File: config.mk
export PLATFORM = sky130hd
export DESIGN_NAME = avr_exec_top
export DESIGN_NICKNAME = d
export VERILOG_FILES = /design/src/hw/avr_dp_pkg.sv /design/src/hw/avr_isa_pkg.sv /design/src/hw/alu_core.sv /design/src/hw/avr_exec_top.sv /design/src/hw/dual_port_sram.sv /design/src/hw/insn_decoder.sv /design/src/hw/result_queue.sv
export SDC_FILE = /design/constraint.sdc
export NUM_CORES = 1
export LEC_CHECK = 0
export BUFFER_PORTS_ARGS = -buffer_cell sky130_fd_sc_hd__buf_2
export CORE_MARGIN = 2
export CORE_UTILIZATION = 40
export DETAILED_ROUTE_END_ITERATION = 16
export HOLD_SLACK_MARGIN = 0.03
export SLEW_MARGIN = 20
export SYNTH_ARGS = -nofsm -noshare
export SYNTH_HDL_FRONTEND = slang
export SYNTH_HIERARCHICAL = 1
export SYNTH_SLANG_ARGS = --single-unit
File: constraint.sdc
create_clock -name clk -period 4.1 [get_ports clk]
set_input_delay 0.41 -clock clk [delete_from_list [all_inputs] [get_ports clk]]
set_output_delay 0.41 -clock clk [all_outputs]
set_load 0.02 [all_outputs]
File: src/hw/avr_dp_pkg.sv
`default_nettype none

package avr_dp_pkg;

    localparam int REG_ADDR_W = 5;                 // 32 general purpose registers.
    localparam int REG_DATA_W = 8;                 // 8-bit datapath.

    // Status bits kept by this slice.
    typedef struct packed {
        logic c;                                   // Carry, or borrow after SUB.
        logic z;                                   // Result was zero.
        logic n;                                   // Result bit 7.
    } avr_flags_t;

    // One retired instruction as seen at the output.
    typedef struct packed {
        logic [REG_ADDR_W-1:0] rd;                 // Register that was written.
        logic [REG_DATA_W-1:0] value;              // Value written to rd.
        avr_flags_t            flags;              // Flags after the instruction.
    } avr_result_t;

endpackage

`default_nettype wire

File: src/hw/avr_isa_pkg.sv
`default_nettype none

package avr_isa_pkg;

    localparam int INSN_WIDTH = 16;                // One AVR instruction word.

    // Operation picked by the decoder.
    typedef enum logic [3:0] {
        NOP_ILLEGAL = 4'd0,                        // Unsupported word, retires silently.
        ADD         = 4'd1,
        ADC         = 4'd2,
        SUB         = 4'd3,
        AND         = 4'd4,
        OR          = 4'd5,
        EOR         = 4'd6,
        MOV         = 4'd7,
        LDI         = 4'd8
    } avr_op_e;

    // Decoded instruction handed from the decoder to the core.
    typedef struct packed {
        avr_op_e    op;
        logic [4:0] rd;                            // Destination and first operand.
        logic [4:0] rr;                            // Second operand.
        logic [7:0] imm;                           // LDI constant.
    } avr_insn_t;

    // Register-register group, compared against bits [15:10].
    localparam logic [5:0] OPC6_ADD = 6'b0000_11;
    localparam logic [5:0] OPC6_ADC = 6'b0001_11;
    localparam logic [5:0] OPC6_SUB = 6'b0001_10;
    localparam logic [5:0] OPC6_AND = 6'b0010_00;
    localparam logic [5:0] OPC6_EOR = 6'b0010_01;
    localparam logic [5:0] OPC6_OR  = 6'b0010_10;
    localparam logic [5:0] OPC6_MOV = 6'b0010_11;

    localparam logic [3:0] OPC4_LDI  = 4'b1110;    // Compared against bits [15:12].
    localparam logic       LDI_RD_HI = 1'b1;       // LDI only reaches r16 to r31.

endpackage

`default_nettype wire

File: src/hw/alu_core.sv
`timescale 1ns/1ps
`default_nettype none

module alu_core (
    input  wire                               clk,
    input  wire                               arst_n,
    input  wire                               dec_valid,
    input  wire  avr_isa_pkg::avr_insn_t      dec,
    output logic                              dec_ready,
    output logic [avr_dp_pkg::REG_ADDR_W-1:0] rd_addr,
    output logic [avr_dp_pkg::REG_ADDR_W-1:0] rr_addr,
    input  wire  [avr_dp_pkg::REG_DATA_W-1:0] rd_rdata,
    input  wire  [avr_dp_pkg::REG_DATA_W-1:0] rr_rdata,
    output logic                              we,
    output logic [avr_dp_pkg::REG_ADDR_W-1:0] waddr,
    output logic [avr_dp_pkg::REG_DATA_W-1:0] wdata,
    output logic                              res_valid,
    output avr_dp_pkg::avr_result_t           res,
    input  wire                               res_ready
);
    import avr_isa_pkg::*;
    import avr_dp_pkg::*;

    logic                  a_valid_q;              // Stage A occupied.
    avr_insn_t             a_insn_q;
    logic                  b_valid_q;              // Stage B occupied, operands on the read ports.
    avr_insn_t             b_insn_q;
    avr_flags_t            flags_q;                // Architectural C, Z, N.
    avr_flags_t            flags_nxt;
    logic [REG_DATA_W:0]   wide;                   // Result with carry or borrow on top.
    logic [REG_DATA_W-1:0] value;
    logic                  b_is_nop;
    logic                  b_fire;                 // B retires at this edge.
    logic                  b_load;                 // A moves into B at this edge.

    assign b_is_nop  = (b_insn_q.op == NOP_ILLEGAL);
    assign res_valid = b_valid_q && !b_is_nop;     // Illegal words leave without a result.
    assign b_fire    = b_valid_q && (b_is_nop || res_ready);
    assign b_load    = a_valid_q && (!b_valid_q || b_fire);
    assign dec_ready = !a_valid_q || b_load;

    // Present the addresses of whatever occupies B after the edge.
    // During a stall that re-registers B's own read.
    assign rd_addr = b_load ? a_insn_q.rd : b_insn_q.rd;
    assign rr_addr = b_load ? a_insn_q.rr : b_insn_q.rr;

    always_comb begin
        flags_nxt = flags_q;
        case (b_insn_q.op)
            ADD:     wide = {1'b0, rd_rdata} + {1'b0, rr_rdata};
            ADC:     wide = {1'b0, rd_rdata} + {1'b0, rr_rdata} + {{REG_DATA_W{1'b0}}, flags_q.c};
            SUB:     wide = {1'b0, rd_rdata} - {1'b0, rr_rdata};    // Top bit is the borrow.
            AND:     wide = {1'b0, rd_rdata & rr_rdata};
            OR:      wide = {1'b0, rd_rdata | rr_rdata};
            EOR:     wide = {1'b0, rd_rdata ^ rr_rdata};
            MOV:     wide = {1'b0, rr_rdata};
            LDI:     wide = {1'b0, b_insn_q.imm};
            default: wide = '0;
        endcase
        value = wide[REG_DATA_W-1:0];
        // MOV and LDI keep every flag.
        if (b_insn_q.op inside {ADD, ADC, SUB, AND, OR, EOR}) begin
            flags_nxt.c = wide[REG_DATA_W];        // Always zero for the logic group.
            flags_nxt.z = (value == '0);
            flags_nxt.n = value[REG_DATA_W-1];
        end
    end

    assign res   = '{rd: b_insn_q.rd, value: value, flags: flags_nxt};
    assign we    = res_valid && res_ready;         // Write back only when the queue takes it.
    assign waddr = b_insn_q.rd;
    assign wdata = value;

    always_ff @(posedge clk or negedge arst_n) begin
        if (!arst_n) begin
            a_valid_q <= 1'b0;
            b_valid_q <= 1'b0;
            flags_q   <= '0;
        end else begin
            if (dec_ready) begin
                a_valid_q <= dec_valid;
            end
            if (b_load) begin
                b_valid_q <= 1'b1;
            end else if (b_fire) begin
                b_valid_q <= 1'b0;
            end
            if (we) begin
                flags_q <= flags_nxt;
            end
        end
    end

    always_ff @(posedge clk) begin
        if (dec_valid && dec_ready) begin
            a_insn_q <= dec;
        end
        if (b_load) begin
            b_insn_q <= a_insn_q;
        end
    end

    // A stalled result does not drift, so the held read address stays good.
    a_stall_hold: assert property (@(posedge clk) disable iff (!arst_n)
        res_valid && !res_ready |=> res_valid && $stable(res))
        else $error("alu_core: result changed during a stall.");

endmodule

`default_nettype wire

File: src/hw/avr_exec_top.sv
`timescale 1ns/1ps
`default_nettype none

module avr_exec_top #(
    parameter int DATA_WIDTH  = avr_dp_pkg::REG_DATA_W,
    parameter int ADDR_WIDTH  = avr_dp_pkg::REG_ADDR_W,
    parameter int QUEUE_DEPTH = 4
) (
    input  wire                                clk,
    input  wire                                arst_n,
    input  wire                                insn_valid,
    output logic                               insn_ready,
    input  wire  [avr_isa_pkg::INSN_WIDTH-1:0] insn,
    output logic                               out_valid,
    output avr_dp_pkg::avr_result_t            out,
    input  wire                                out_ready
);
    import avr_isa_pkg::*;
    import avr_dp_pkg::*;

    logic                  dec_valid;              // Decoder to core.
    logic                  dec_ready;
    avr_insn_t             dec;
    logic [ADDR_WIDTH-1:0] rd_addr;                // Core to register file.
    logic [ADDR_WIDTH-1:0] rr_addr;
    logic [DATA_WIDTH-1:0] rd_rdata;
    logic [DATA_WIDTH-1:0] rr_rdata;
    logic                  we;
    logic [ADDR_WIDTH-1:0] waddr;
    logic [DATA_WIDTH-1:0] wdata;
    logic                  res_valid;              // Core to output queue.
    logic                  res_ready;
    avr_result_t           res;

    insn_decoder u_dec (
        .clk        (clk),
        .arst_n     (arst_n),
        .insn_valid (insn_valid),
        .insn_ready (insn_ready),
        .insn       (insn),
        .dec_valid  (dec_valid),
        .dec        (dec),
        .dec_ready  (dec_ready)
    );

    alu_core u_core (
        .clk       (clk),
        .arst_n    (arst_n),
        .dec_valid (dec_valid),
        .dec       (dec),
        .dec_ready (dec_ready),
        .rd_addr   (rd_addr),
        .rr_addr   (rr_addr),
        .rd_rdata  (rd_rdata),
        .rr_rdata  (rr_rdata),
        .we        (we),
        .waddr     (waddr),
        .wdata     (wdata),
        .res_valid (res_valid),
        .res       (res),
        .res_ready (res_ready)
    );

    dual_port_sram #(
        .DATA_WIDTH (DATA_WIDTH),
        .ADDR_WIDTH (ADDR_WIDTH)
    ) u_regs (
        .clk      (clk),
        .rd_addr  (rd_addr),
        .rr_addr  (rr_addr),
        .rd_rdata (rd_rdata),
        .rr_rdata (rr_rdata),
        .we       (we),
        .waddr    (waddr),
        .wdata    (wdata)
    );

    result_queue #(
        .DEPTH (QUEUE_DEPTH)
    ) u_queue (
        .clk       (clk),
        .arst_n    (arst_n),
        .res_valid (res_valid),
        .res       (res),
        .res_ready (res_ready),
        .out_valid (out_valid),
        .out       (out),
        .out_ready (out_ready)
    );

endmodule

`default_nettype wire

File: src/hw/dual_port_sram.sv
`timescale 1ns/1ps
`default_nettype none

module dual_port_sram #(
    parameter int DATA_WIDTH = 8,                  // Register width.
    parameter int ADDR_WIDTH = 5                   // 32 registers.
) (
    input  wire                   clk,
    input  wire  [ADDR_WIDTH-1:0] rd_addr,
    input  wire  [ADDR_WIDTH-1:0] rr_addr,
    output logic [DATA_WIDTH-1:0] rd_rdata,
    output logic [DATA_WIDTH-1:0] rr_rdata,
    input  wire                   we,
    input  wire  [ADDR_WIDTH-1:0] waddr,
    input  wire  [DATA_WIDTH-1:0] wdata
);
    localparam int WORDS = 1 << ADDR_WIDTH;

    logic [DATA_WIDTH-1:0] mem [WORDS];
    logic [ADDR_WIDTH-1:0] rd_addr_q;              // Registered read address, rd port.
    logic [ADDR_WIDTH-1:0] rr_addr_q;              // Registered read address, rr port.
    logic                  rd_byp_q;               // rd port hit the last write.
    logic                  rr_byp_q;               // rr port hit the last write.
    logic [DATA_WIDTH-1:0] byp_data_q;             // Word written at the last edge.

    // Register i powers up holding 255 - i.
    initial begin
        for (int i = 0; i < WORDS; i++) begin
            mem[i] = DATA_WIDTH'(255 - i);
        end
    end

    // Single write port, rising edge.
    always @(posedge clk) begin
        if (we) begin
            mem[waddr] <= wdata;
        end
    end

    // Addresses are captured every edge. The caller re-presents one to hold a read.
    always_ff @(posedge clk) begin
        rd_addr_q  <= rd_addr;
        rr_addr_q  <= rr_addr;
        rd_byp_q   <= we && (waddr == rd_addr);    // Write-first on a same-edge collision.
        rr_byp_q   <= we && (waddr == rr_addr);
        byp_data_q <= wdata;
    end

    // Read data comes straight from the registered address.
    assign rd_rdata = rd_byp_q ? byp_data_q : mem[rd_addr_q];
    assign rr_rdata = rr_byp_q ? byp_data_q : mem[rr_addr_q];

endmodule

`default_nettype wire

File: src/hw/insn_decoder.sv
`timescale 1ns/1ps
`default_nettype none

module insn_decoder (
    input  wire                                clk,
    input  wire                                arst_n,
    input  wire                                insn_valid,
    output logic                               insn_ready,
    input  wire  [avr_isa_pkg::INSN_WIDTH-1:0] insn,
    output logic                               dec_valid,
    output avr_isa_pkg::avr_insn_t             dec,
    input  wire                                dec_ready
);
    import avr_isa_pkg::*;

    logic                  ready_q;                // Low through reset, then stays high.
    logic                  full_q;                 // One instruction is held.
    logic [INSN_WIDTH-1:0] insn_q;                 // Raw word, decoded on the way out.
    logic                  take;

    // Refill is allowed in the same cycle the held instruction leaves.
    assign insn_ready = ready_q && (!full_q || dec_ready);
    assign take       = insn_valid && insn_ready;
    assign dec_valid  = full_q;

    always_ff @(posedge clk or negedge arst_n) begin
        if (!arst_n) begin
            ready_q <= 1'b0;
            full_q  <= 1'b0;
        end else begin
            ready_q <= 1'b1;
            if (take) begin
                full_q <= 1'b1;                    // New word replaces or fills.
            end else if (dec_ready) begin
                full_q <= 1'b0;                    // Drained with nothing behind it.
            end
        end
    end

    always_ff @(posedge clk) begin
        if (take) begin
            insn_q <= insn;
        end
    end

    // Field extraction follows the AVR opcode map.
    always_comb begin
        dec     = '0;
        dec.op  = NOP_ILLEGAL;
        dec.rd  = insn_q[8:4];                     // ddddd.
        dec.rr  = {insn_q[9], insn_q[3:0]};        // r rrrr, split across the word.
        dec.imm = 8'h00;
        if (insn_q[15:12] == OPC4_LDI) begin
            dec.op  = LDI;
            dec.rd  = {LDI_RD_HI, insn_q[7:4]};    // 16 + dddd.
            dec.imm = {insn_q[11:8], insn_q[3:0]};
        end else begin
            case (insn_q[15:10])
                OPC6_ADD: dec.op = ADD;
                OPC6_ADC: dec.op = ADC;
                OPC6_SUB: dec.op = SUB;
                OPC6_AND: dec.op = AND;
                OPC6_EOR: dec.op = EOR;
                OPC6_OR:  dec.op = OR;
                OPC6_MOV: dec.op = MOV;
                default:  dec.op = NOP_ILLEGAL;    // Consumed, no result.
            endcase
        end
    end

    // A stalled instruction must not change before the core takes it.
    a_dec_hold: assert property (@(posedge clk) disable iff (!arst_n)
        dec_valid && !dec_ready |=> dec_valid && $stable(dec))
        else $error("insn_decoder: held instruction changed under stall.");

endmodule

`default_nettype wire

File: src/hw/result_queue.sv
`timescale 1ns/1ps
`default_nettype none

module result_queue #(
    parameter int DEPTH = 4                        // Power of two.
) (
    input  wire                          clk,
    input  wire                          arst_n,
    input  wire                          res_valid,
    input  wire avr_dp_pkg::avr_result_t res,
    output logic                         res_ready,
    output logic                         out_valid,
    output avr_dp_pkg::avr_result_t      out,
    input  wire                          out_ready
);
    import avr_dp_pkg::*;

    localparam int IDX_W = $clog2(DEPTH);

    avr_result_t    mem [DEPTH];
    logic [IDX_W:0] wr_ptr_q;                      // Extra top bit tells full from empty.
    logic [IDX_W:0] rd_ptr_q;
    logic [IDX_W:0] pub_ptr_q;                     // Write pointer seen by the read side.
    logic [IDX_W:0] count;
    logic           push;
    logic           pop;

    assign count     = wr_ptr_q - rd_ptr_q;
    assign res_ready = (count != (IDX_W + 1)'(DEPTH));
    assign push      = res_valid && res_ready;
    // An entry becomes visible one cycle after it is written.
    assign out_valid = (pub_ptr_q != rd_ptr_q);
    assign pop       = out_valid && out_ready;
    assign out       = mem[rd_ptr_q[IDX_W-1:0]];

    always_ff @(posedge clk or negedge arst_n) begin
        if (!arst_n) begin
            wr_ptr_q  <= '0;
            rd_ptr_q  <= '0;
            pub_ptr_q <= '0;
        end else begin
            pub_ptr_q <= wr_ptr_q;
            if (push) begin
                wr_ptr_q <= wr_ptr_q + 1'b1;
            end
            if (pop) begin
                rd_ptr_q <= rd_ptr_q + 1'b1;
            end
        end
    end

    always_ff @(posedge clk) begin
        if (push) begin
            mem[wr_ptr_q[IDX_W-1:0]] <= res;
        end
    end

    a_no_overflow: assert property (@(posedge clk) disable iff (!arst_n)
        count <= (IDX_W + 1)'(DEPTH))
        else $error("result_queue: more entries than slots.");

    // Head entry holds while the consumer stalls.
    a_out_hold: assert property (@(posedge clk) disable iff (!arst_n)
        out_valid && !out_ready |=> out_valid && $stable(out))
        else $error("result_queue: head changed under stall.");

endmodule

`default_nettype wire

==> results.ini, run 1 <==
[worst_hold_path]
min_path_type=in2reg

[run_status]
violations=setup timing
status=finished with violations

[die]
initial_utilization=0.4041
core.rowCount=82
die_x_um=228.9
die_h_um=228.9
dieArea_sq_um=52390
io_pins=38
coreArea_sq_um=50070

[place]
dp_hpwl_um=38640
gp_congestion=0.9345
pre_cts_slack_ns=-1.022
port_buffers=37

[timing]
finClkSkew_ns=0.02307
maxSlewViolCount=0
fmax_mhz=216.6
setup_viol=161
holdWs_ns=0.07495
final.min_clock_period_ns=4.616
max_slew_margin=0.3572
fin_crit_sh=1.126
worst_slack_ns=-0.5161
tightest_slew_ns=0.9642
rsz0062_at_grt=yes
hold_viol=0
setup_tns_ns=-26.06

[detailed_routing]
firstDrtPassIters=6
drt-initial-drc-count=1183
drc=0
wirelength_um=56560
drtAntennaViolNets=0
vias_per_cell=5.570
wire_per_inst_um=23.76
dr_total_vias=13261

[global_routing]
grt_max_degree=38
antenna_found_initial=1
globalRouteOverflowTotal=0
first_global_vias=13607
grt_usage=0.2140
grt_pass1_wl_um=84650

[synth]
synth-edff-count=380
netlist_instances=1389
syn_nets=1444
yosys-top-cells-area=edfxtp_1 (56%), mux2i_1 (13%), mux4_2 (2.4%), a22oi_1 (2.4%), ha_1 (2.0%)
yosysMostFrequentCell=edfxtp_1
synth_top_area_cell=edfxtp_1
yosys_warnings=6
ys_types=71
synth_top_family_by_area=multiplexers
yosysSeqAreaShare=0.6036
synth_common_cells=edfxtp_1 (380), mux2i_1 (260), nand2_1 (70)
synth_top_area_share=0.5640
synthAdderAreaFrac=0.02239
synthArstFlopShare=0.03846
avgSynthCellArea_sq_um=14.56
netlist_area_sq_um=20230
muxShareOfSynthArea=0.1565
synth-xor-area-share=0.01422
synth_ff_type=edfxtp_1
yosys.area_share.simple=0.05232
synth-compound-area-share=0.1048
ys_ff_latch=416

[finish]
final_util=0.5110
nets=1729
fillCellCount=4198
layout-drive-gt1-share=0.3425
seq_area_sq_um=12230
multi_input_area_sq_um=7921
area_growth_pct=26.48

[setup_path]
worstSetupPathType=reg2reg
cp-start-kind=flop
crit_top_cell=buf_4
slowest_delay_ns=0.48
required_ns=4.60
critPathMaxFanout=16
cp_data_arrival_time_ns=5.12
crit_slowest_cell=mux4_2
worstSetupEndpointType=flop
path_cells=buf_6, buf_12, mux2i_1, a22o_1, a221oi_2, o22ai_2, o41ai_2, buf_4, inv_1, ha_4, mux4_2, a222oi_1, buf_4, o221ai_4, or3_1, or4_4, o22ai_1

[power_and_ir_drop]
p_leak_nw=9.652
power_mw=18.08
irDropWorstVdd_mv=0.3999
p_per_area_nw_per_um2=706.8

[clocking]
clk_pin_slew_ns=0.06
htreeDepth=2
cts_tree=done
root_buffer=clkbuf_16
cts_max_path_buffers=3
cts_made_buffers=45
cts.sinks=416
clk_latency_ns=0.59

[job]
max_cap_violations=0

state kept, by name (all words and copies together), names as in the netlist, 3 cells and up, named ones only:
register / flops
u_queue/rd_ptr_q: 3
u_dec/insn_q: 16
u_core/b_insn_q: 17
u_core/a_insn_q: 22
u_regs/mem: 256
u_queue/mem: 64
u_queue/wr_ptr_q: 3
u_queue/pub_ptr_q: 3
u_core/flags_q: 3
u_core/waddr: 5
u_regs/byp_data_q: 8
layout by cell type, fill, tap and decap left out, types with 22 or more instances in the layout:
cell type | Yosys | routed
nand2_1 | 70 | 69
a22o_1 | 32 | 31
edfxtp_1 | 380 | 380
a221oi_2 | 16 | 27
a21oi_1 | 42 | 32
buf_2 | 11 | 37
buf_4 | 41 | 254
clkbuf_16 | 0 | 49
buf_12 | 4 | 24
mux4_2 | 22 | 22
nor2_1 | 50 | 47
inv_1 | 35 | 29
mux2i_1 | 260 | 257
ha_1 | 33 | 22
a22oi_1 | 65 | 57
metal layers:
layer,vias up,global-route usage,share of wire
met4,0,0.07163,0.029
met3,91,0.03256,0.052
met1,6782,0.2914,0.44
met2,418,0.3514,0.48
met5,-,0,0
li1,5970,-,-
power by group:
group | switching (mW) | leakage [nW] | internal [mW]
clock | 1.68 | 0.702 | 2.25
sequential | 0.223 | 3.86 | 5.53
combinational | 4.52 | 5.09 | 3.88
total | 6.42 | 9.65 | 11.7
timing repair:
action | in CTS | in global routing
setup endpoints to repair | 273 | 237
gates cloned | 3 | 2
pin swaps | 47 | 27
setup buffers | 34 | 9
hold endpoints to repair | 32 | 0
hold buffers | 17 | 0
resized for setup | 115 | 47
critical path, delay by kind of cell (launching register included):
kind,cells,cell delay [ns]
AOI/OAI and AO/OA,7,1.59
buffers and inverters,5,0.82
and+or+nand+nor,2,0.82
muxes,2,0.58
DFF,1,0.46
adders and majority gates,1,0.28
per-stage QoR:
step                area [sq um]  instances
floorplan                  20340       1389
global placement           22750       2239
detailed placement         22760       2239
CTS                        25360       2374
global route               25580       2380
finish                     25590       2381
kinds of logic (layout without fill, tap and decap cells):
logic type / after synthesis / after routing
flops: 416 / 416
mux: 288 / 288
compound gates: 255 / 255
simple gates: 211 / 211
buf+inv: 151 / 470
fa+ha+maj: 35 / 35
xor+xnor: 32 / 32
other cells: 1 / 2
layout make-up:
cell class / instances / share of cell area
flip-flops and latches: 416 / 0.4779
clock inverters: 22 / 0.006064
well taps: 672 / 0.03286
repair buffers: 354 / 0.1185
clock buffers: 59 / 0.04968
inverters: 35 / 0.005232
diodes: 1 / 0.00009780
multi-input cells: 822 / 0.3096
worst paths after layout:
kind                                           from                  end  slack [ns]  depth (start not counted)
worst min register to register  u_core/a_insn_q[18]  u_core/b_insn_q[18]        0.42                          0
worst min-delay path                     insn_valid      u_dec/dec_valid        0.07                          3
min in group asynchronous                    arst_n  u_queue/rd_ptr_q[0]        0.29                          2
worst max register to register                 flop    u_core/flags_q[1]       -0.52                         17
worst max-delay path                           flop    u_core/flags_q[1]       -0.52                         17
max in group asynchronous                    arst_n  u_queue/wr_ptr_q[1]        3.53                          2
(Power assumes the default switching activity.)
==> inputs of run 2 (changes only) <==
--- a/config.mk
+++ b/config.mk
@@ -6,10 +6,13 @@
 export NUM_CORES = 1
 export LEC_CHECK = 0
 export BUFFER_PORTS_ARGS = -buffer_cell sky130_fd_sc_hd__buf_2
+export CELL_PAD_IN_SITES_DETAIL_PLACEMENT = 1
+export CELL_PAD_IN_SITES_GLOBAL_PLACEMENT = 1
 export CORE_MARGIN = 2
 export CORE_UTILIZATION = 40
 export DETAILED_ROUTE_END_ITERATION = 16
 export HOLD_SLACK_MARGIN = 0.03
+export PLACE_DENSITY_LB_ADDON = 0.1
 export SLEW_MARGIN = 20
 export SYNTH_ARGS = -nofsm -noshare
 export SYNTH_HDL_FRONTEND = slang
==> run 2 against run 1 <==
  * The flow still finishes with violations (setup timing)
  * Critical endpoint unchanged
  * Flip-flop and latch count unchanged
  * Global-route usage is 2.3 points higher
  * Total power increased by 1.2%
  * Combinational power is 1% lower
  * Non-clock buffer count grew 3
  * Final area is essentially flat
  * Clock power grew 8.1%
  * Register-to-register slack got worse by 0.13 ns
  * Core utilization about the same
  * Highest routed layer is now met5
==> results.ini, run 2 (synthesized netlist as in run 1, its figures left out) <==
[run_status]
status=finished with violations
violations=setup timing

[detailed_routing]
drc=0
wire_per_inst_um=25.87
drtAntennaViolNets=0
dr_total_vias=13149
firstDrtPassIters=5
wirelength_um=61850
vias_per_cell=5.499
drt-initial-drc-count=817

[finish]
area_growth_pct=26.38
layout_commonest_cell=edfxtp_1
nets=1734
layout-drive-gt1-share=0.3291
top_register=u_regs/mem
largest_register_ffs=256
final_cell_mix=edfxtp_1 (380), buf_4 (259), mux2i_1 (257), nand2_1 (69), a22oi_1 (61)
reg.largest.list=u_regs/mem: 256 flops, u_queue/mem: 64 flops, u_core/a_insn_q: 22 flops

[timing]
worst_slack_ns=-0.6454
max_slew_margin=0.3423
hold_viol=0
final.min_clock_period_ns=4.745
setup_tns_ns=-30.62
maxSlewViolCount=0
fmax_mhz=210.7
finClkSkew_ns=0.03049
tightest_slew_ns=0.9865
fin_crit_sh=1.157
rsz0062_at_grt=yes
setup_viol=126

[clocking]
root_buffer=clkbuf_16
cts_made_buffers=47
clk_latency_ns=0.60
cts.sinks=416
cts_tree=done
cts_max_path_buffers=3
htreeDepth=2
clk_pin_slew_ns=0.06

[worst_hold_path]
min_path_type=in2reg

[setup_path]
required_ns=4.60
crit_family=simple AND/OR/NAND/NOR gates
cp-start-kind=flop
crit_slowest_cell=or4_4
slowest_delay_ns=0.56
worstSetupEndpointType=flop
path_cells=buf_12, buf_12, mux2i_1, a221oi_2, o22ai_1, o41ai_4, inv_1, buf_6, ha_4, inv_1, fa_1, mux4_2, a21oi_2, o21ai_2, or4_1, or3_1, or4_4, o22ai_2
worst-path-buf-inv=5
cp_data_arrival_time_ns=5.24
critPathMaxFanout=12
worstSetupPathType=reg2reg

[power_and_ir_drop]
p_seq_frac=0.314
irDropWorstVdd_mv=0.4929
swShare=0.3525
p_switching_mw=6.452
pwr-share-clk=0.232
p_per_area_nw_per_um2=715.9
power_mw=18.30
combPwrFrac=0.454
p_leak_nw=9.730
power.internal_mw=11.85

[die]
die_h_um=228.9
die_x_um=228.9
coreArea_sq_um=50070
dieArea_sq_um=52390
io_pins=38
core.rowCount=82
initial_utilization=0.4041

[place]
dp_hpwl_um=42530
pre_cts_slack_ns=-0.8897
port_buffers=37
gp_congestion=0.8586

[global_routing]
grt_max_degree=38
globalRouteOverflowTotal=0
antenna_found_initial=3
first_global_vias=14104
grt_usage=0.2366
grt_pass1_wl_um=91650

[job]
max_cap_violations=0

run 2: worst paths after layout:
path / to / cells after the start / from / slack [ns]
hold reg to reg: u_core/a_insn_q[15] / 0 / u_dec/insn_q[6] / 0.42
setup reg to reg: u_core/flags_q[1] / 18 / flop / -0.65
max in group asynchronous: u_core/flags_q[0] / 2 / arst_n / 3.46
setup / recovery: u_core/flags_q[1] / 18 / flop / -0.65
min in group asynchronous: u_queue/wr_ptr_q[1] / 2 / arst_n / 0.32
hold / removal: u_dec/dec_valid / 3 / insn_valid / 0.09
run 2: layer usage:
| layer | track usage | up-vias | part of all wire |
|---|---|---|---|
| li1 | - | 6002 | - |
| met1 | 0.3343 | 6788 | 0.46 |
| met2 | 0.3743 | 254 | 0.46 |
| met3 | 0.03630 | 103 | 0.045 |
| met4 | 0.07772 | 2 | 0.028 |
| met5 | 0 | - | 0.00018 |
run 2: worst reg2reg max path: stages (launching register included):
cell and delay [ns]:
dfxtp_4 0.37, buf_12 0.14, buf_12 0.16, mux2i_1 0.16, a221oi_2 0.27, o22ai_1 0.18, o41ai_4 0.34, inv_1 0.13
buf_6 0.14, ha_4 0.15, inv_1 0.07, fa_1 0.41, mux4_2 0.48, a21oi_2 0.17, o21ai_2 0.08, or4_1 0.39
or3_1 0.32, or4_4 0.56, o22ai_2 0.15
run 2: cell type report:
cell class,count,area (sq um)
antenna,2,5.005
clock buffer,58,1239
clock inverter,29,316.6
fill,4952,24500
inverter,35,131.4
multi-input combinational,822,7705
sequential,416,12220
tap,672,840.8
timing repair buffer,357,3107
run 2: power by group through the flow:
stage / combinational [mW] / clock, mW / sequential (mW)
floorplan: 4.04 / 0 / 5.71
global route: 8.90 / 4.50 / 5.79
CTS: 8.02 / 4.35 / 5.75
finish: 8.30 / 4.25 / 5.76
global placement: 7.15 / 0 / 5.83
detailed placement: 7.28 / 0 / 5.85
run 2: per-stage QoR:
stage | hold slack [ns] | utilization | area, sq um | instances
4_1_cts | 0.04367 | 0.5031 | 25190 | 2373
5_1_grt | 0.09748 | 0.5105 | 25560 | 2389
3_3_place_gp | 0.3722 | 0.4552 | 22790 | 2248
3_5_place_dp | 0.3836 | 0.4552 | 22790 | 2248
6_report | 0.09080 | 0.5106 | 25570 | 2391
2_1_floorplan | 0.1144 | - | 20340 | 1389
run 2: repair_timing:
item	in CTS	in global routing
gates resized for setup	80	48
hold buffers	17	0
endpoints found under the setup margin	237	236
hold endpoints to repair	32	0
pin swaps	18	32
cloned	4	1
buffers inserted	17	16
